<file path="src/hw/gb_sound_defs.svh">
`ifndef GB_SOUND_DEFS_SVH
`define GB_SOUND_DEFS_SVH

// cpu side address map of the sound unit
`define SND_CH_BASE     16'hFF10
`define SND_CH_STRIDE   5
`define SND_NUM_CH      4
`define SND_WAVE_BASE   16'hFF30
`define SND_WAVE_BYTES  16
`define SND_CTRL_BASE   16'hFF24
`define SND_NUM_CTRL    3

// bus and field widths
`define SND_ADDR_W      16
`define SND_BYTE_W      8
`define SND_FREQ_W      11

`endif

</file>
<file path="src/hw/snd_field_pkg.sv">
`default_nettype none

`include "gb_sound_defs.svh"

package snd_field_pkg;

   typedef logic [`SND_BYTE_W-1:0] reg_byte_t;    // one NRxx byte
   typedef logic [`SND_ADDR_W-1:0] bus_addr_t;    // cpu address
   typedef logic [`SND_FREQ_W-1:0] freq_t;        // x in 131072/(2048-x)
   typedef logic [5:0]             length6_t;     // t1 0..63
   typedef logic [7:0]             length8_t;     // t1 0..255, wave channel
   typedef logic [3:0]             volume_t;      // envelope start volume
   typedef logic [2:0]             steps_t;       // sweep or envelope count
   typedef logic [1:0]             duty_t;        // 12.5/25/50/75 percent
   typedef logic [1:0]             out_level_t;   // mute, 100, 50, 25 percent
   typedef logic [2:0]             master_vol_t;  // terminal volume 0..7

   // 32 nibble samples, sample zero in the top nibble
   typedef logic [`SND_WAVE_BYTES*`SND_BYTE_W-1:0] wave_vec_t;

endpackage

`default_nettype wire

</file>
<file path="src/hw/snd_map_pkg.sv">
`default_nettype none

`include "gb_sound_defs.svh"

package snd_map_pkg;

   typedef logic [`SND_NUM_CH-1:0]     ch_sel_t;    // one-hot channel window
   typedef logic [`SND_CH_STRIDE-1:0]  bank_be_t;   // one-hot byte in window
   typedef logic [`SND_WAVE_BYTES-1:0] wave_sel_t;  // one-hot wave byte
   typedef logic [`SND_NUM_CTRL-1:0]   ctrl_sel_t;  // NR50, NR51, NR52

   // byte position inside a channel window, NRx0 .. NRx4
   typedef enum logic [2:0] {
      OFS_NRX0 = 3'd0,   // sweep, or wave on/off
      OFS_NRX1 = 3'd1,   // duty and length
      OFS_NRX2 = 3'd2,   // envelope, or wave level
      OFS_NRX3 = 3'd3,   // freq lo, or noise polynomial
      OFS_NRX4 = 3'd4    // freq hi and control
   } bank_offset_e;

   typedef enum logic [1:0] {
      CTRL_NR50 = 2'd0,  // vin and terminal volume
      CTRL_NR51 = 2'd1,  // terminal routing
      CTRL_NR52 = 2'd2   // master enable and on flags
   } ctrl_reg_e;

endpackage

`default_nettype wire

</file>
<file path="src/hw/snd_addr_decode.sv">
`timescale 1ns/1ps
`default_nettype none

`include "gb_sound_defs.svh"

module snd_addr_decode (
   input  snd_field_pkg::bus_addr_t reg_addr,
   input  logic                     reg_w_enable,
   output snd_map_pkg::ch_sel_t     ch_sel,
   output snd_map_pkg::bank_be_t    bank_be,
   output snd_map_pkg::wave_sel_t   wave_sel,
   output snd_map_pkg::ctrl_sel_t   ctrl_sel
);
   import snd_field_pkg::*;
   import snd_map_pkg::*;

   bus_addr_t    ch_rel;    // offset from FF10, wraps when below
   bus_addr_t    wave_rel;  // offset from FF30
   bus_addr_t    ctrl_rel;  // offset from FF24
   bus_addr_t    win_rel;   // offset inside the hit window
   bank_offset_e ofs;

   assign ch_rel   = reg_addr - `SND_CH_BASE;
   assign wave_rel = reg_addr - `SND_WAVE_BASE;
   assign ctrl_rel = reg_addr - `SND_CTRL_BASE;

   always_comb begin
      ch_sel   = '0;
      bank_be  = '0;
      wave_sel = '0;
      ctrl_sel = '0;
      win_rel  = '0;
      ofs      = OFS_NRX0;
      if (reg_w_enable) begin
         if (ch_rel < `SND_CH_STRIDE * `SND_NUM_CH) begin  // FF10..FF23
            for (int i = 0; i < `SND_NUM_CH; i++) begin
               if (ch_rel >= bus_addr_t'(i * `SND_CH_STRIDE) &&
                   ch_rel <  bus_addr_t'((i + 1) * `SND_CH_STRIDE)) begin
                  ch_sel[i] = 1'b1;
                  win_rel   = ch_rel - bus_addr_t'(i * `SND_CH_STRIDE);
               end
            end
            ofs          = bank_offset_e'(win_rel[2:0]);  // 0..4 only
            bank_be[ofs] = 1'b1;
         end else if (wave_rel < `SND_WAVE_BYTES) begin   // FF30..FF3F
            wave_sel[wave_rel[3:0]] = 1'b1;
         end else if (ctrl_rel < `SND_NUM_CTRL) begin     // FF24..FF26
            ctrl_sel[ctrl_rel[1:0]] = 1'b1;
         end
         // anything else falls through, write dropped
      end
   end

endmodule

`default_nettype wire

</file>
<file path="src/hw/snd_channel_bank.sv">
`timescale 1ns/1ps
`default_nettype none

`include "gb_sound_defs.svh"

module snd_channel_bank (
   input  logic                                              ac97_bitclk,
   input  logic                                              reset,
   input  logic                                              ch_en,
   input  snd_map_pkg::bank_be_t                             bank_be,
   input  snd_field_pkg::reg_byte_t                          reg_data,
   output snd_field_pkg::reg_byte_t [`SND_CH_STRIDE-1:0]     bank_bytes
);

   // five NRxx bytes of one window, stored as written
   always_ff @(posedge ac97_bitclk or posedge reset) begin
      if (reset) begin
         bank_bytes <= '0;
      end else if (ch_en) begin                  // this window hit
         for (int i = 0; i < `SND_CH_STRIDE; i++) begin
            if (bank_be[i])
               bank_bytes[i] <= reg_data;        // one byte per write
         end
      end
   end

endmodule

`default_nettype wire

</file>
<file path="src/hw/snd_wave_ram.sv">
`timescale 1ns/1ps
`default_nettype none

`include "gb_sound_defs.svh"

module snd_wave_ram (
   input  logic                     ac97_bitclk,
   input  logic                     reset,
   input  snd_map_pkg::wave_sel_t   wave_sel,
   input  snd_field_pkg::reg_byte_t reg_data,
   output snd_field_pkg::wave_vec_t ch3_samples
);
   import snd_field_pkg::*;

   reg_byte_t wave_mem [`SND_WAVE_BYTES];  // FF30 at index 0

   always_ff @(posedge ac97_bitclk or posedge reset) begin
      if (reset) begin
         for (int i = 0; i < `SND_WAVE_BYTES; i++)
            wave_mem[i] <= '0;
      end else begin
         for (int i = 0; i < `SND_WAVE_BYTES; i++) begin
            if (wave_sel[i])
               wave_mem[i] <= reg_data;
         end
      end
   end

   // FF30 lands in the top byte, sample zero plays first
   always_comb begin
      for (int i = 0; i < `SND_WAVE_BYTES; i++)
         ch3_samples[(`SND_WAVE_BYTES-i)*`SND_BYTE_W-1 -: `SND_BYTE_W] = wave_mem[i];
   end

endmodule

`default_nettype wire

</file>
<file path="src/hw/snd_master_ctrl.sv">
`timescale 1ns/1ps
`default_nettype none

`include "gb_sound_defs.svh"

module snd_master_ctrl (
   input  logic                       ac97_bitclk,
   input  logic                       reset,
   input  snd_map_pkg::ctrl_sel_t     ctrl_sel,
   input  snd_field_pkg::reg_byte_t   reg_data,
   output logic                       so2_vin,
   output snd_field_pkg::master_vol_t so2_output_level,
   output logic                       so1_vin,
   output snd_field_pkg::master_vol_t so1_output_level,
   output logic [`SND_NUM_CH-1:0]     so2_ch_enable,     // bit i is channel i+1
   output logic [`SND_NUM_CH-1:0]     so1_ch_enable,
   output logic                       master_sound_enable,
   output logic [`SND_NUM_CH-1:0]     ch_on_flag
);
   import snd_field_pkg::*;
   import snd_map_pkg::*;

   reg_byte_t nr50, nr51, nr52;

   always_ff @(posedge ac97_bitclk or posedge reset) begin
      if (reset) begin
         nr50 <= '0;
         nr51 <= '0;
         nr52 <= '0;
      end else begin
         if (ctrl_sel[CTRL_NR50]) nr50 <= reg_data;
         if (ctrl_sel[CTRL_NR51]) nr51 <= reg_data;
         if (ctrl_sel[CTRL_NR52]) nr52 <= reg_data;  // flags kept as written
      end
   end

   assign so2_vin             = nr50[7];
   assign so2_output_level    = nr50[6:4];
   assign so1_vin             = nr50[3];
   assign so1_output_level    = nr50[2:0];
   assign so2_ch_enable       = nr51[7:4];   // upper nibble routes to SO2
   assign so1_ch_enable       = nr51[3:0];
   assign master_sound_enable = nr52[7];
   assign ch_on_flag          = nr52[3:0];   // bits 6..4 not used

endmodule

`default_nettype wire

</file>
<file path="src/hw/snd_field_unpack.sv">
`timescale 1ns/1ps
`default_nettype none

`include "gb_sound_defs.svh"

module snd_field_unpack (
   input  snd_field_pkg::reg_byte_t [`SND_CH_STRIDE-1:0] bank0_bytes,  // NR10..NR14
   input  snd_field_pkg::reg_byte_t [`SND_CH_STRIDE-1:0] bank1_bytes,  // FF15, NR21..NR24
   input  snd_field_pkg::reg_byte_t [`SND_CH_STRIDE-1:0] bank2_bytes,  // NR30..NR34
   input  snd_field_pkg::reg_byte_t [`SND_CH_STRIDE-1:0] bank3_bytes,  // FF1F, NR41..NR44
   output snd_field_pkg::steps_t     ch1_sweep_time,
   output logic                      ch1_sweep_decreasing,
   output snd_field_pkg::steps_t     ch1_num_sweep_shifts,
   output snd_field_pkg::duty_t      ch1_wave_duty,
   output snd_field_pkg::length6_t   ch1_length_data,
   output snd_field_pkg::volume_t    ch1_initial_volume,
   output logic                      ch1_envelope_increasing,
   output snd_field_pkg::steps_t     ch1_num_envelope_sweeps,
   output logic                      ch1_reset,
   output logic                      ch1_dont_loop,
   output snd_field_pkg::freq_t      ch1_frequency_data,
   output snd_field_pkg::duty_t      ch2_wave_duty,
   output snd_field_pkg::length6_t   ch2_length_data,
   output snd_field_pkg::volume_t    ch2_initial_volume,
   output logic                      ch2_envelope_increasing,
   output snd_field_pkg::steps_t     ch2_num_envelope_sweeps,
   output logic                      ch2_reset,
   output logic                      ch2_dont_loop,
   output snd_field_pkg::freq_t      ch2_frequency_data,
   output logic                      ch3_enable,
   output snd_field_pkg::length8_t   ch3_length_data,
   output snd_field_pkg::out_level_t ch3_output_level,
   output logic                      ch3_reset,
   output logic                      ch3_dont_loop,
   output snd_field_pkg::freq_t      ch3_frequency_data,
   output snd_field_pkg::length6_t   ch4_length_data,
   output snd_field_pkg::volume_t    ch4_initial_volume,
   output logic                      ch4_envelope_increasing,
   output snd_field_pkg::steps_t     ch4_num_envelope_sweeps,
   output logic [3:0]                ch4_shift_clock_freq_data,
   output logic                      ch4_counter_width,
   output logic [2:0]                ch4_freq_dividing_ratio,
   output logic                      ch4_reset,
   output logic                      ch4_dont_loop
);
   import snd_map_pkg::*;

   // tone and sweep
   assign ch1_sweep_time          = bank0_bytes[OFS_NRX0][6:4];
   assign ch1_sweep_decreasing    = bank0_bytes[OFS_NRX0][3];
   assign ch1_num_sweep_shifts    = bank0_bytes[OFS_NRX0][2:0];
   assign ch1_wave_duty           = bank0_bytes[OFS_NRX1][7:6];
   assign ch1_length_data         = bank0_bytes[OFS_NRX1][5:0];
   assign ch1_initial_volume      = bank0_bytes[OFS_NRX2][7:4];
   assign ch1_envelope_increasing = bank0_bytes[OFS_NRX2][3];
   assign ch1_num_envelope_sweeps = bank0_bytes[OFS_NRX2][2:0];
   assign ch1_reset               = bank0_bytes[OFS_NRX4][7];   // initial bit
   assign ch1_dont_loop           = bank0_bytes[OFS_NRX4][6];   // length enable
   assign ch1_frequency_data      = {bank0_bytes[OFS_NRX4][2:0], bank0_bytes[OFS_NRX3]};

   // tone, offset 0 has no register
   assign ch2_wave_duty           = bank1_bytes[OFS_NRX1][7:6];
   assign ch2_length_data         = bank1_bytes[OFS_NRX1][5:0];
   assign ch2_initial_volume      = bank1_bytes[OFS_NRX2][7:4];
   assign ch2_envelope_increasing = bank1_bytes[OFS_NRX2][3];
   assign ch2_num_envelope_sweeps = bank1_bytes[OFS_NRX2][2:0];
   assign ch2_reset               = bank1_bytes[OFS_NRX4][7];
   assign ch2_dont_loop           = bank1_bytes[OFS_NRX4][6];
   assign ch2_frequency_data      = {bank1_bytes[OFS_NRX4][2:0], bank1_bytes[OFS_NRX3]};

   // wave output
   assign ch3_enable              = bank2_bytes[OFS_NRX0][7];   // playback on
   assign ch3_length_data         = bank2_bytes[OFS_NRX1];
   assign ch3_output_level        = bank2_bytes[OFS_NRX2][6:5];
   assign ch3_reset               = bank2_bytes[OFS_NRX4][7];
   assign ch3_dont_loop           = bank2_bytes[OFS_NRX4][6];
   assign ch3_frequency_data      = {bank2_bytes[OFS_NRX4][2:0], bank2_bytes[OFS_NRX3]};

   // noise, offset 0 is the FF1F hole
   assign ch4_length_data           = bank3_bytes[OFS_NRX1][5:0];
   assign ch4_initial_volume        = bank3_bytes[OFS_NRX2][7:4];
   assign ch4_envelope_increasing   = bank3_bytes[OFS_NRX2][3];
   assign ch4_num_envelope_sweeps   = bank3_bytes[OFS_NRX2][2:0];
   assign ch4_shift_clock_freq_data = bank3_bytes[OFS_NRX3][7:4];  // s
   assign ch4_counter_width         = bank3_bytes[OFS_NRX3][3];    // 1 = 7 bit lfsr
   assign ch4_freq_dividing_ratio   = bank3_bytes[OFS_NRX3][2:0];  // r
   assign ch4_reset                 = bank3_bytes[OFS_NRX4][7];
   assign ch4_dont_loop             = bank3_bytes[OFS_NRX4][6];

endmodule

`default_nettype wire

</file>
<file path="src/hw/snd_regs_top.sv">
`timescale 1ns/1ps
`default_nettype none

`include "gb_sound_defs.svh"

module snd_regs_top (
   input  logic                       ac97_bitclk,
   input  logic                       reset,
   input  snd_field_pkg::bus_addr_t   reg_addr,
   input  snd_field_pkg::reg_byte_t   reg_data,
   input  logic                       reg_w_enable,
   output snd_field_pkg::steps_t      ch1_sweep_time,
   output logic                       ch1_sweep_decreasing,
   output snd_field_pkg::steps_t      ch1_num_sweep_shifts,
   output snd_field_pkg::duty_t       ch1_wave_duty,
   output snd_field_pkg::length6_t    ch1_length_data,
   output snd_field_pkg::volume_t     ch1_initial_volume,
   output logic                       ch1_envelope_increasing,
   output snd_field_pkg::steps_t      ch1_num_envelope_sweeps,
   output logic                       ch1_reset,
   output logic                       ch1_dont_loop,
   output snd_field_pkg::freq_t       ch1_frequency_data,
   output snd_field_pkg::duty_t       ch2_wave_duty,
   output snd_field_pkg::length6_t    ch2_length_data,
   output snd_field_pkg::volume_t     ch2_initial_volume,
   output logic                       ch2_envelope_increasing,
   output snd_field_pkg::steps_t      ch2_num_envelope_sweeps,
   output logic                       ch2_reset,
   output logic                       ch2_dont_loop,
   output snd_field_pkg::freq_t       ch2_frequency_data,
   output logic                       ch3_enable,
   output snd_field_pkg::length8_t    ch3_length_data,
   output snd_field_pkg::out_level_t  ch3_output_level,
   output logic                       ch3_reset,
   output logic                       ch3_dont_loop,
   output snd_field_pkg::freq_t       ch3_frequency_data,
   output snd_field_pkg::wave_vec_t   ch3_samples,
   output snd_field_pkg::length6_t    ch4_length_data,
   output snd_field_pkg::volume_t     ch4_initial_volume,
   output logic                       ch4_envelope_increasing,
   output snd_field_pkg::steps_t      ch4_num_envelope_sweeps,
   output logic [3:0]                 ch4_shift_clock_freq_data,
   output logic                       ch4_counter_width,
   output logic [2:0]                 ch4_freq_dividing_ratio,
   output logic                       ch4_reset,
   output logic                       ch4_dont_loop,
   output logic                       so2_vin,
   output snd_field_pkg::master_vol_t so2_output_level,
   output logic                       so1_vin,
   output snd_field_pkg::master_vol_t so1_output_level,
   output logic                       so2_ch4_enable,
   output logic                       so2_ch3_enable,
   output logic                       so2_ch2_enable,
   output logic                       so2_ch1_enable,
   output logic                       so1_ch4_enable,
   output logic                       so1_ch3_enable,
   output logic                       so1_ch2_enable,
   output logic                       so1_ch1_enable,
   output logic                       master_sound_enable,
   output logic                       ch4_on_flag,
   output logic                       ch3_on_flag,
   output logic                       ch2_on_flag,
   output logic                       ch1_on_flag
);
   import snd_field_pkg::*;
   import snd_map_pkg::*;

   ch_sel_t   ch_sel;
   bank_be_t  bank_be;
   wave_sel_t wave_sel;
   ctrl_sel_t ctrl_sel;

   reg_byte_t [`SND_CH_STRIDE-1:0] bank_bytes [`SND_NUM_CH];  // one window per channel

   logic [`SND_NUM_CH-1:0] so2_ch_enable, so1_ch_enable, ch_on_flag;

   snd_addr_decode snd_addr_decode_inst (
      .reg_addr, .reg_w_enable, .ch_sel, .bank_be, .wave_sel, .ctrl_sel
   );

   // FF10, FF15, FF1A, FF1F windows
   for (genvar i = 0; i < `SND_NUM_CH; i++) begin : ch_bank
      snd_channel_bank snd_channel_bank_inst (
         .ac97_bitclk, .reset,
         .ch_en      (ch_sel[i]),
         .bank_be,
         .reg_data,
         .bank_bytes (bank_bytes[i])
      );
   end

   snd_field_unpack snd_field_unpack_inst (
      .bank0_bytes (bank_bytes[0]),
      .bank1_bytes (bank_bytes[1]),
      .bank2_bytes (bank_bytes[2]),
      .bank3_bytes (bank_bytes[3]),
      .ch1_sweep_time, .ch1_sweep_decreasing, .ch1_num_sweep_shifts,
      .ch1_wave_duty, .ch1_length_data, .ch1_initial_volume,
      .ch1_envelope_increasing, .ch1_num_envelope_sweeps,
      .ch1_reset, .ch1_dont_loop, .ch1_frequency_data,
      .ch2_wave_duty, .ch2_length_data, .ch2_initial_volume,
      .ch2_envelope_increasing, .ch2_num_envelope_sweeps,
      .ch2_reset, .ch2_dont_loop, .ch2_frequency_data,
      .ch3_enable, .ch3_length_data, .ch3_output_level,
      .ch3_reset, .ch3_dont_loop, .ch3_frequency_data,
      .ch4_length_data, .ch4_initial_volume, .ch4_envelope_increasing,
      .ch4_num_envelope_sweeps, .ch4_shift_clock_freq_data,
      .ch4_counter_width, .ch4_freq_dividing_ratio,
      .ch4_reset, .ch4_dont_loop
   );

   snd_wave_ram snd_wave_ram_inst (
      .ac97_bitclk, .reset, .wave_sel, .reg_data, .ch3_samples
   );

   snd_master_ctrl snd_master_ctrl_inst (
      .ac97_bitclk, .reset, .ctrl_sel, .reg_data,
      .so2_vin, .so2_output_level, .so1_vin, .so1_output_level,
      .so2_ch_enable, .so1_ch_enable, .master_sound_enable, .ch_on_flag
   );

   // fan the NR51/NR52 nibbles out to per-channel ports
   assign {so2_ch4_enable, so2_ch3_enable, so2_ch2_enable, so2_ch1_enable} = so2_ch_enable;
   assign {so1_ch4_enable, so1_ch3_enable, so1_ch2_enable, so1_ch1_enable} = so1_ch_enable;
   assign {ch4_on_flag, ch3_on_flag, ch2_on_flag, ch1_on_flag}             = ch_on_flag;

endmodule

`default_nettype wire

</file>
<file path="config.mk">
export PLATFORM = sky130hd
export DESIGN_NAME = snd_regs_top
export DESIGN_NICKNAME = d
export VERILOG_FILES = /design/src/hw/snd_field_pkg.sv /design/src/hw/snd_map_pkg.sv /design/src/hw/snd_addr_decode.sv /design/src/hw/snd_channel_bank.sv /design/src/hw/snd_wave_ram.sv /design/src/hw/snd_master_ctrl.sv /design/src/hw/snd_field_unpack.sv /design/src/hw/snd_regs_top.sv
export VERILOG_INCLUDE_DIRS = /design/src /design/src/hw
export SDC_FILE = /design/constraint.sdc
export NUM_CORES = 1
export LEC_CHECK = 0
export ABC_AREA = 1
export BUFFER_PORTS_ARGS = -buffer_cell sky130_fd_sc_hd__clkbuf_2
export CAP_MARGIN = 30
export CORE_MARGIN = 1
export CORE_UTILIZATION = 41
export DETAILED_ROUTE_END_ITERATION = 10
export PLACE_DENSITY = 0.64
export RECOVER_POWER = 100
export SYNTH_ARGS = -nofsm -noshare
export SYNTH_HDL_FRONTEND = slang
export SYNTH_SLANG_ARGS = --single-unit
</file>
<file path="constraint.sdc">
create_clock -name ac97_bitclk -period 23.2 [get_ports ac97_bitclk]
set_input_delay 1.16 -clock ac97_bitclk [delete_from_list [all_inputs] [get_ports ac97_bitclk]]
set_output_delay 1.16 -clock ac97_bitclk [all_outputs]
set_load 0.005 [all_outputs]
</file>
# Word level (Yosys, flattened, before mapping)
# Index checks and enable logic that the tools add are counted.
# W data, S select, Z words.
# word_totals
wordCells	112
regBits	292
# op_classes
addsub	6
n_mux	27
reduce_logical	25
n_lt_le_gt_ge	17
# ops
op	n
$lt A16 B5 Y1 const B	3
$mux W16	3
$sub A16 B16 Y16 const B	3
$reduce_and A2 Y1	18
$ge A16 B4 Y1 const B	2
$lt A16 B4 Y1 const B	2
$mux W3	10
$ge A16 B1 Y1 const B	1
$ge A16 B3 Y1 const B	1
$lt A16 B2 Y1 const B	1
$lt A16 B3 Y1 const B	1
$mux W5	2
$mux W4	2
$logic_and A1 B1 Y1	7
$mux W1	7
$sub A3 B3 Y3 const B	2
$lt A4 B5 Y1 const B	1
$demux W1 S4	1
$ge A4 B1 Y1 const B	1
$lt A3 B4 Y1 const B	1
$demux W1 S3	1
$ge A3 B1 Y1 const B	1
$lt A2 B3 Y1 const B	1
$sub A3 B2 Y3 const B	1
other kinds (2)	2

# Longest topological paths before layout
# Gate-level depths: netlist (run 1).
# logic_depth
ltp_word	16
depth_mapped	23

# By module
# From an unflattened synthesis (run 1), not the netlist that was laid out.
# hier_totals
cells_unflattened	1741
area_unflattened_um2	14792.9
# by_module_without_submodules
mod	area_each_um2	cells_per_inst	seq_area_each_um2	instances
snd_channel_bank	1646.6	176	1001.0	4
snd_wave_ram	5063.6	561	3203.1	1
snd_addr_decode	1495.2	273	0.0	1
snd_field_unpack	848.3	113	0.0	1
snd_master_ctrl	799.5	90	525.5	1

# Least setup slack after synthesis (run 1)
# OpenSTA, ideal clock, no wires.
# synth_path
kind	input to register
from	input port reg_addr[5]
to	register ch_bank[0].snd_channel_bank_inst.bank_bytes[14] (netlist bit)
slack_ps	19698
setup_ps	117
required_ps	23083
cell_stages	18
arrival_time_ps	3385
n_path_buf	1
path_cell_list	inv_1 -> ha_1 -> nand2_2 -> nand3_2 -> clkinv_1 -> nand2_1 -> nand2_2 -> nor2_4 -> nand3_2 -> nor2_2 -> nand3_2 -> nand3_2 -> nand3b_4 -> nor2_8 -> nand3_4 -> buf_6 -> o21ai_1 -> inv_1
# synth_via
elab_chain_cells	16
word_cells_on_any_way	31
classes_between	add/sub (1); order compare (11); mux (13); reduce/logical (6)
# synth_lines
item	line_no	text
start: declaration	snd_regs_top.sv:9	input snd_field_pkg::bus_addr_t reg_addr,
$sub A16 B16 Y16 (no source line) *	n/a	
$ge A16 B1 Y1 or $lt A16 B3 Y1 (tied branches)	snd_addr_decode.sv:37, snd_addr_decode.sv:38	
$logic_and A1 B1 Y1	snd_addr_decode.sv:37	if (ch_rel >= bus_addr_t'(i * `SND_CH_STRIDE) &&
$mux W3 (4 in a row)	snd_addr_decode.sv:37	
$mux W3	snd_addr_decode.sv:35	if (ch_rel < `SND_CH_STRIDE * `SND_NUM_CH) begin
$mux W3	snd_addr_decode.sv:34	if (reg_w_enable) begin
$lt A3 B4 Y1 (not written as such) or $ge A3 B1 Y1 (tied branches)	snd_addr_decode.sv:44	bank_be[ofs] = 1'b1;
$logic_and A1 B1 Y1 (not written as such)	snd_addr_decode.sv:44	
$mux W1 (not written as such)	snd_addr_decode.sv:44	
$demux W1 S3	n/a	
$mux W5	snd_addr_decode.sv:35	
$mux W5	snd_addr_decode.sv:34	
$reduce_and A2 Y1 (no source line) *	n/a	
end signal: indexed assignment	snd_channel_bank.sv:22	bank_bytes[i] <= reg_data;
end: declaration	snd_channel_bank.sv:12	output snd_field_pkg::reg_byte_t [`SND_CH_STRIDE-1:0] bank_bytes
# Every way passes the cells marked *; elsewhere a longest branch is shown, timed or not. The select of a mux whose other input is x is not followed.
# A chain may end at the register's enable or synchronous reset.

==> flow_summary.json, run 1 <==
{
  "status": "finished, violations left",
  "violations": "max-capacitance violations, max-slew violations",
  "clk_path_buf_depth": 3,
  "final_cells": 1976,
  "busiest_layer": "met2",
  "synth_common_cells": "nand2_1, dfrtp_1, o21ai_0",
  "globalRouteTotalUtil": 0.242,
  "synth_cells": 1318,
  "synth_edf_count": 0,
  "grt_pass1_wl_um": 54200,
  "avgRoutedWirePerCell_um": 17.6,
  "setup_ws_ns": 13.24,
  "reg2reg_slack_ns": 22.40,
  "core_um2": 27800,
  "via_count": 9955,
  "grt_pass1_vias": 9455,
  "powerDensity_nw_per_um2": 69.3,
  "ir_worst_vdd_mv": 0.0458,
  "hold_viol": 0,
  "met2_usage": 0.378,
  "cp.required_ns": 23.10,
  "yosys-top-cells-area": "dfrtp_1, nand2_1, o21ai_0, inv_1, nand4_1",
  "syn_nets": 1356,
  "critPathMaxFanout": 124,
  "synth.avg_cell_area_um2": 8.80,
  "cts_hold_buf": 0,
  "antenna_left": 0,
  "cts_tree": "built",
  "antenna_found_initial": 1,
  "post-route-drc-count": 0,
  "num-fill-cells": 2793,
  "ys_ff_latch": 262,
  "cp-end-kind": "asynchronous set/reset pin",
  "pre_cts_ws_ns": 17.55,
  "total_power_uw": 954,
  "cts_resized": 0,
  "tightest_slew_ns": 5.45,
  "grt-ovfl-total": 0,
  "fin_crit_sh": 0.429,
  "drtPass1Iterations": 5,
  "met3_usage": 0.0719,
  "fin_crit_ns": 9.96,
  "cp.arrival_ns": 9.86,
  "cts_root_buf": "clkbuf_16",
  "die_area_um2": 29000,
  "syn-cell-area_um2": 11600,
  "synth_top_area_share": 0.565,
  "startpoint_type": "input pin",
  "place_congestion": 0.932,
  "die_h_um": 170,
  "drt-vias-per-instance": 5.04,
  "met1_usage": 0.324,
  "slew_viol_final": 337,
  "wirelength_um": 34800,
  "yosysWarnings": 0,
  "grt_max_degree": 125,
  "max_cap_viol_count": 5,
  "fin_skew_ns": 0,
  "critPathKind": "input pin to asynchronous set/reset pin",
  "final_nets": 1614,
  "cts.clk_slew.worst_paths_ns": 0.06,
  "worstSkewPairLatency_ns": 0.54,
  "setup_viol": 0,
  "post_cts_buffers": 0,
  "rows": 61,
  "rsz0062_at_grt": "false",
  "setup_tns_ns": 0,
  "htree_levels": 1,
  "leakagePower_uw": 0.00673,
  "area_growth_syn_to_layout_pct": 18.8,
  "io_pins": 289,
  "port_buffers": 288,
  "hpwlAfterDp_um": 24200,
  "max_clock_freq_mhz": 100,
  "dp_cells": 1923,
  "drive_gt1_frac": 0.113,
  "synth_ff_type": "dfrtp_1",
  "synth_top_area_cell": "dfrtp_1",
  "clkSinkCount": 262,
  "synth-seq-area-share": 0.565,
  "die_x_um": 170,
  "cts_buffers": 28,
  "initial_core_util": 0.417,
  "ys_types": 36,
  "hp-class": "flop to flop",
  "synth_most_common_cell": "nand2_1",
  "first_iter_violations": 802,
  "slew_headroom": -2.63,
  "ys_async_sr_fraction": 1.00
}
## logic make-up after synthesis
kind of cell / count (synthesis) / share of synthesized area
buf+inv: 193 / 0.0709
fa+ha+maj: 11 / 0.0119
flops: 262 / 0.565
xor+xnor: 7 / 0.00529
simple gates: 609 / 0.243
compound gates: 236 / 0.103
## area by class of cell
type	count	area (µm²)	area share
diodes	1	2.50	0.000182
clock buffers	38	808	0.0587
well taps	378	473	0.0343
flip-flops and latches	262	6560	0.476
clock inverters	13	140	0.0102
repair buffers	296	1290	0.0938
inverters	125	470	0.0342
multi-input cells	863	4030	0.293
## through the flow
stage                util  hold WS (ns)  area, µm²
floorplan               -         0.465      11600
global placement    0.475         0.455      13200
CTS                 0.511         0.473      14200
global route        0.496         0.496      13800
finish              0.496         0.467      13800
detailed placement  0.477         0.459      13300
## routing by layer
layer / routed length, µm / share of wire / up-vias
li1: - / - / 4787
met1: 15400 / 0.44 / 4749
met2: 15600 / 0.45 / 362
met3: 2890 / 0.083 / 57
met4: 905 / 0.026 / 0
met5: 0 / 0 / -
## layout by cell type, fill, tap and decap left out, types with 7 or more instances in the layout
| master | netlist | layout |
|---|---|---|
| nor2_2 | 9 | 7 |
| nand2_1 | 406 | 408 |
| clkbuf_16 | 0 | 28 |
| o21ai_1 | 64 | 12 |
| inv_1 | 114 | 114 |
| clkbuf_2 | 0 | 103 |
| nand3_1 | 40 | 54 |
| o21ai_0 | 156 | 208 |
| a21oi_1 | 10 | 10 |
| nor2_1 | 47 | 52 |
| dfrtp_1 | 262 | 262 |
| nand4_1 | 67 | 67 |
| clkbuf_8 | 0 | 7 |
| clkbuf_1 | 41 | 191 |
| ha_1 | 11 | 11 |
## path summary, 6_finish.rpt
check	startpoint	to	cells after the start
max	reset	snd_wave_ram_inst.ch3_samples[29]	5
min	ch_bank[2].snd_channel_bank_inst.bank_bytes[34]	ch_bank[2].snd_channel_bank_inst.bank_bytes[34]	2
max reg2reg	ch_bank[1].snd_channel_bank_inst.bank_bytes[12]	ch_bank[1].snd_channel_bank_inst.bank_bytes[12]	4
min reg2reg	ch_bank[2].snd_channel_bank_inst.bank_bytes[34]	ch_bank[2].snd_channel_bank_inst.bank_bytes[34]	2
max in group ac97_bitclk	reg_addr[4]	ch_bank[0].snd_channel_bank_inst.bank_bytes[20]	19
min in group asynchronous	reset	ch_bank[0].snd_channel_bank_inst.bank_bytes[29]	2
## where the power goes
part           internal [µW]  switching, µW  total [µW]
registers                457         0.0449         457
clock network            267            188         455
logic                   7.70           34.6        42.3
total                    731            223         954
## sequential cells by signal, summed over array words and instances (netlist names)
signal	cells
ch_bank.snd_channel_bank_inst.bank_bytes	113
snd_master_ctrl_inst.nr52	5
snd_wave_ram_inst.ch3_samples	128
snd_master_ctrl_inst.nr50	8
snd_master_ctrl_inst.nr51	8
## critical path: stages
cell and delay (ns):
clkbuf_2 0.08, clkinvlp_2 2.96, clkbuf_1 0.26, clkbuf_1 2.81, clkbuf_1 2.51
Note: power is estimated with default switching activity, not from simulation.
==> inputs of run 2 (changes only) <==
- clock period: 23.2 -> 9.5 ns (I/O delays scaled with it)
==> run 2 against run 1 <==
The run still ends with max-capacitance violations, max-slew violations left; critical path type is now input pin to flop; clock skew unchanged; combinational power rose to 2.5 times the previous value; flip-flop and latch count unchanged; clock-buffer cell count up 2; non-clock buffer count up 2; critical endpoint is now ch_bank[1].snd_channel_bank_inst.bank_bytes[20].
==> flow_summary.json, run 2 (synthesis results as in run 1) <==
{
  "die_x_um": 170,
  "largest_reg_flops": 128,
  "clk_path_buf_depth": 3,
  "clkSinkCount": 262,
  "fin_crit_sh": 0.552,
  "grt_pass1_wl_um": 55300,
  "cts_root_buf": "clkbuf_16",
  "met2_length_um": 16000,
  "top_layer_used": "met4",
  "p_clk_frac": 0.496,
  "cts_buffers": 28,
  "status": "finished, violations left",
  "via_count": 9863,
  "die_area_um2": 29000,
  "drive_gt1_frac": 0.110,
  "io_pins": 289,
  "cts_tree": "built",
  "setup_viol": 0,
  "slew_headroom": -2.27,
  "startpoint_type": "input pin",
  "stdcell_area_um2": 13900,
  "drtPass1Iterations": 6,
  "worstSkewPairLatency_ns": 0.54,
  "rsz0062_at_grt": "false",
  "ir_worst_vdd_mv": 0.114,
  "hpwlAfterDp_um": 24600,
  "antenna_left": 0,
  "area_growth_syn_to_layout_pct": 20.0,
  "final_common_cell": "nand2_1",
  "crit_buf_inv": 3,
  "max_clock_freq_mhz": 191,
  "fin_skew_ns": 0,
  "reg2reg_slack_ns": 8.74,
  "antenna_cells": 0,
  "place_congestion": 0.930,
  "first_iter_violations": 692,
  "slowest_stage": "nor2_1",
  "drt-vias-per-instance": 4.99,
  "setup_tns_ns": 0,
  "final_cell_mix": "nand2_1, dfrtp_1, o21ai_0",
  "intPower_uw": 1880,
  "tightest_slew_ns": 4.88,
  "antenna_found_initial": 0,
  "seq_power_share": 0.460,
  "cpPeakStageDelay_ns": 1.42,
  "violations": "max-capacitance violations, max-slew violations",
  "critPathKind": "input pin to flop",
  "cpMostUsedCell": "nand2_1",
  "critPathMaxFanout": 30,
  "grt_max_degree": 112,
  "wl_met3_um": 3090,
  "wl_met1_um": 15100,
  "switchingPower_uw": 546,
  "cts_resized": 0,
  "max_cap_viol_count": 3,
  "hp-class": "input pin to flop",
  "initial_core_util": 0.417,
  "rows": 61,
  "wirelength_um": 35100,
  "critPathTopFamily": "simple AND/OR/NAND/NOR gates",
  "die_h_um": 170,
  "htree_levels": 1,
  "powerDensity_nw_per_um2": 174,
  "final_nets": 1616,
  "post-route-drc-count": 0,
  "cp-end-kind": "flop",
  "port_buffers": 288,
  "hold_viol": 0,
  "grt-ovfl-total": 0,
  "cts_hold_buf": 0,
  "cp.arrival_ns": 5.67,
  "fin_crit_ns": 5.24,
  "cp.required_ns": 9.93,
  "leakagePower_uw": 0.00679,
  "grt_pass1_vias": 9579,
  "avgRoutedWirePerCell_um": 17.8,
  "post_dp_cell_area_um2": 13300,
  "slew_viol_final": 183,
  "num-fill-cells": 2824,
  "core_um2": 27800,
  "swShare": 0.225,
  "worstPathCellList": "clkbuf_1, inv_1, ha_1, nand2_1, nand3_1, nand2_1, nand2_1, nor2_1, nand3_1, nor2_1, nand3_1, o21ai_0, inv_1, nand2_1, nand2_1, nor2_1, nand3_1, nand2_1, nand2_1",
  "p_comb_frac": 0.044,
  "globalRouteTotalUtil": 0.246,
  "cts.clk_slew.worst_paths_ns": 0.06,
  "post_cts_buffers": 0
}
## run 2: cell count changes in the layout (fill, tap and decap cells not counted), sizes merged
cell / before / now
buf: 5 / 7
bufinv: 2 / 5
clkbuf: 329 / 331
clkinv: 11 / 7
clkinvlp: 5 / 3
diode: 1 / 0
inv: 120 / 121
## run 2: worst register-to-register path: cells and delay by family (launching register included)
kind	cells	cell delay [ns]
DFF	1	0.39
AOI/OAI and AO/OA	1	0.09
buffers and inverters	2	0.13
and+or+nand+nor	1	0.04
## run 2: power by group through the flow
stage                     Combinational (µW)  Sequential, µW  Clock, µW
final                                    107            1120       1200
after global routing                     120            1120       1270
after detailed placement                 111            1140          0
after CTS                                111            1120       1230
after global placement                   106            1140          0
after floorplan                         64.0            1140          0
## run 2: stage by stage
stage | utilization | hold slack [ns] | instances | worst slack, ns | total power (µW)
after floorplan | - | 0.465 | 1318 | 1.81 | 1200
after global placement | 0.475 | 0.456 | 1920 | 4.76 | 1240
after detailed placement | 0.479 | 0.458 | 1925 | 4.56 | 1250
after CTS | 0.516 | 0.101 | 1976 | 5.14 | 2450
after global routing | 0.501 | 0.410 | 1977 | 3.53 | 2500
final | 0.501 | 0.413 | 1977 | 4.26 | 2430
## run 2: final timing paths
kind,from,to,cells after the start
min reg2reg,ch_bank[2].snd_channel_bank_inst.bank_bytes[32],ch_bank[2].snd_channel_bank_inst.bank_bytes[32],2
max reg2reg,ch_bank[0].snd_channel_bank_inst.bank_bytes[14],ch_bank[0].snd_channel_bank_inst.bank_bytes[14],4
max in group asynchronous,reset,ch_bank[1].snd_channel_bank_inst.bank_bytes[20],4
min,reg_data[3],ch_bank[3].snd_channel_bank_inst.bank_bytes[11],3
max,reg_addr[4],ch_bank[1].snd_channel_bank_inst.bank_bytes[20],19
min in group asynchronous,reset,snd_wave_ram_inst.ch3_samples[13],2
## run 2: area by class of cell
class,count,area (µm²),share of cell area
sequential,262,6560,0.471
multi-input combinational,863,4020,0.289
timing repair buffer,298,1350,0.0971
clock buffer,40,826,0.0594
tap,378,473,0.0340
inverter,125,470,0.0338
clock inverter,11,214,0.0154
## run 2: routing by layer
metal	global-route usage	vias up
li1	-	4789
met4	0.0725	0
met2	0.391	352
met1	0.327	4664
met3	0.0688	58
met5	0	-
==> inputs of run 3 (changes only) <==
- ABC_AREA: 1 -> 0
- PLACE_DENSITY: 0.64 -> 0.65
- clock period: 9.5 -> 5.4 ns (I/O delays scaled with it)
==> run 3 against run 2 <==
The run ends with design-rule violations, max-capacitance violations, max-slew violations left; final area down 3.7%; cell count is 30% lower; synthesized cell count shrank 43%; worst setup slack got worse by 2.7 ns; utilization increased by 0.89 points; critical endpoint is now ch_bank[0].snd_channel_bank_inst.bank_bytes[31]; largest power group is now registers.
==> flow_summary.json, run 3 <==
{
  "status": "finished, violations left",
  "violations": "design-rule violations, max-capacitance violations, max-slew violations",
  "cts_tree": "built",
  "grt_pass1_wl_um": 47400,
  "fin_crit_sh": 0.719,
  "final_common_cell": "dfrtp_1",
  "finish.utilization": 0.510,
  "globalRouteTotalUtil": 0.221,
  "initial_core_util": 0.420,
  "drive_gt1_frac": 0.417,
  "critPathKind": "input pin to flop",
  "die_x_um": 166,
  "hold_viol": 0,
  "syn-cell-area_um2": 11100,
  "leakagePower_uw": 0.00677,
  "fin_skew_ns": 0,
  "total_power_uw": 4020,
  "drt-vias-per-instance": 5.27,
  "largest_reg_flops": 128,
  "synth_edf_count": 0,
  "post-route-drc-count": 23,
  "rsz0062_at_grt": "false",
  "clkSinkCount": 262,
  "synth_cells": 753,
  "tightest_slew_ns": 2.29,
  "drtPass1Iterations": 7,
  "final_cell_mix": "dfrtp_1, mux2_2, clkbuf_1",
  "hp-class": "input pin to flop",
  "die_h_um": 166,
  "fin_crit_ns": 3.88,
  "post_dp_cell_area_um2": 12800,
  "die_area_um2": 27600,
  "avgRoutedWirePerCell_um": 21.6,
  "antenna_found_initial": 0,
  "critPathMaxFanout": 10,
  "synth.avg_cell_area_um2": 14.7,
  "syn_nets": 791,
  "antenna_cells": 0,
  "yosys-top-cells-area": "dfrtp_1, mux2_2, ha_1, clkbuf_1, nor4b_4",
  "synth_top_area_share": 0.593,
  "worstSkewPairLatency_ns": 0.52,
  "slew_viol_final": 117,
  "cts.clk_slew.worst_paths_ns": 0.06,
  "setup_viol": 0,
  "switchingPower_uw": 889,
  "yosysWarnings": 0,
  "p_comb_frac": 0.041,
  "intPower_uw": 3140,
  "area_growth_syn_to_layout_pct": 21.2,
  "startpoint_type": "input pin",
  "powerDensity_nw_per_um2": 301,
  "grt_max_degree": 119,
  "ys_ff_latch": 262,
  "final_nets": 1073,
  "ys_async_sr_fraction": 1.00,
  "grt_pass1_vias": 7662,
  "synth_most_common_cell": "mux2_2",
  "core_um2": 26300,
  "cts_buffers": 28,
  "grt-ovfl-total": 0,
  "ir_worst_vdd_mv": 0.250,
  "post_cts_buffers": 0,
  "htree_levels": 1,
  "synth_ff_type": "dfrtp_1",
  "setup_ws_ns": 1.52,
  "p_clk_frac": 0.471,
  "setup_tns_ns": 0,
  "cp.required_ns": 5.81,
  "max_clock_freq_mhz": 258,
  "synth_common_cells": "mux2_2, dfrtp_1, clkbuf_1",
  "first_iter_violations": 417,
  "cts_root_buf": "clkbuf_16",
  "cp-end-kind": "flop",
  "via_count": 7324,
  "ys_types": 64,
  "max_cap_viol_count": 3,
  "cp.arrival_ns": 4.29,
  "pre_cts_ws_ns": 1.77,
  "io_pins": 289,
  "clk_path_buf_depth": 3,
  "wirelength_um": 30100,
  "antenna_left": 0,
  "swShare": 0.221,
  "hpwlAfterDp_um": 20500,
  "place_congestion": 0.854,
  "synth_top_area_cell": "dfrtp_1",
  "slew_headroom": -0.528,
  "port_buffers": 288,
  "stdcell_area_um2": 13400,
  "rows": 59,
  "seq_power_share": 0.488,
  "synth-seq-area-share": 0.593
}
==> run 3: per-stage QoR <==
stage,std cells,hold slack [ns]
2_1_floorplan,753,0.422
4_1_cts,1391,0.395
3_5_place_dp,1339,0.409
3_3_place_gp,1339,0.415
5_1_grt,1391,0.426
6_report,1391,0.416
==> run 3: worst max-delay path: stages <==
cell and delay (ns):
clkbuf_1 0.32, inv_1 0.15, ha_1 0.36, nand4_1 0.17, o22ai_1 0.24, and2_0 0.26, nor3b_1 0.81, or3_1 0.34
nor4b_2 0.93, mux2_2 0.43
==> run 3: final cells by class <==
| cell class | instances | area, µm² |
|---|---|---|
| tap | 335 | 419 |
| inverter | 8 | 31.3 |
| clock inverter | 7 | 66.3 |
| clock buffer | 44 | 862 |
| multi-input combinational | 443 | 4200 |
| sequential | 262 | 6560 |
| fill | 2408 | 12900 |
| timing repair buffer | 292 | 1260 |
==> run 3: cell families (layout without fill, tap and decap cells) <==
family | Yosys count | count (layout) | synth area share
buffers and inverters | 48 | 351 | 0.0183
adder cells (fa/ha/maj) | 11 | 11 | 0.0125
XOR/XNOR | 3 | 3 | 0.00238
multiplexers | 264 | 264 | 0.269
AND/OR/NAND/NOR | 126 | 126 | 0.0796
AO/OA/AOI/OAI | 39 | 39 | 0.0250
flip-flops | 262 | 262 | 0.593
==> run 3: final timing paths <==
path,startpoint,endpoint,slack (ns),cells past startpoint
setup / recovery,reg_addr[4],ch_bank[0].snd_channel_bank_inst.bank_bytes[31],1.52,10
hold / removal,reg_w_enable,ch_bank[2].snd_channel_bank_inst.bank_bytes[7],0.42,4
setup reg to reg,snd_wave_ram_inst.ch3_samples[123],snd_wave_ram_inst.ch3_samples[123],4.58,1
hold reg to reg,ch_bank[0].snd_channel_bank_inst.bank_bytes[10],ch_bank[0].snd_channel_bank_inst.bank_bytes[10],0.50,1
max in group asynchronous,reset,snd_wave_ram_inst.ch3_samples[98],2.08,4
min in group asynchronous,reset,ch_bank[0].snd_channel_bank_inst.bank_bytes[0],0.61,3
==> run 3: layer usage <==
layer / vias to the layer above / GRT usage / part of all wire
met5: - / 0 / 0
met4: 0 / 0.0463 / 0.020
met3: 43 / 0.0627 / 0.078
met2: 236 / 0.360 / 0.46
met1: 3760 / 0.294 / 0.44
li1: 3285 / - / -
==> run 3: repair_timing <==
action	CTS	global route
endpoints found under the hold margin	29	0
resized for setup	0	0
hold buffers	1	0
==> run 3: power groups by stage <==
stage | logic, µW | registers (µW) | clock network (µW)
after global placement | 171 | 2000 | 0
after CTS | 172 | 1960 | 1950
after global routing | 185 | 1960 | 2040
final | 165 | 1960 | 1900
after floorplan | 107 | 2000 | 0
after detailed placement | 171 | 2000 | 0
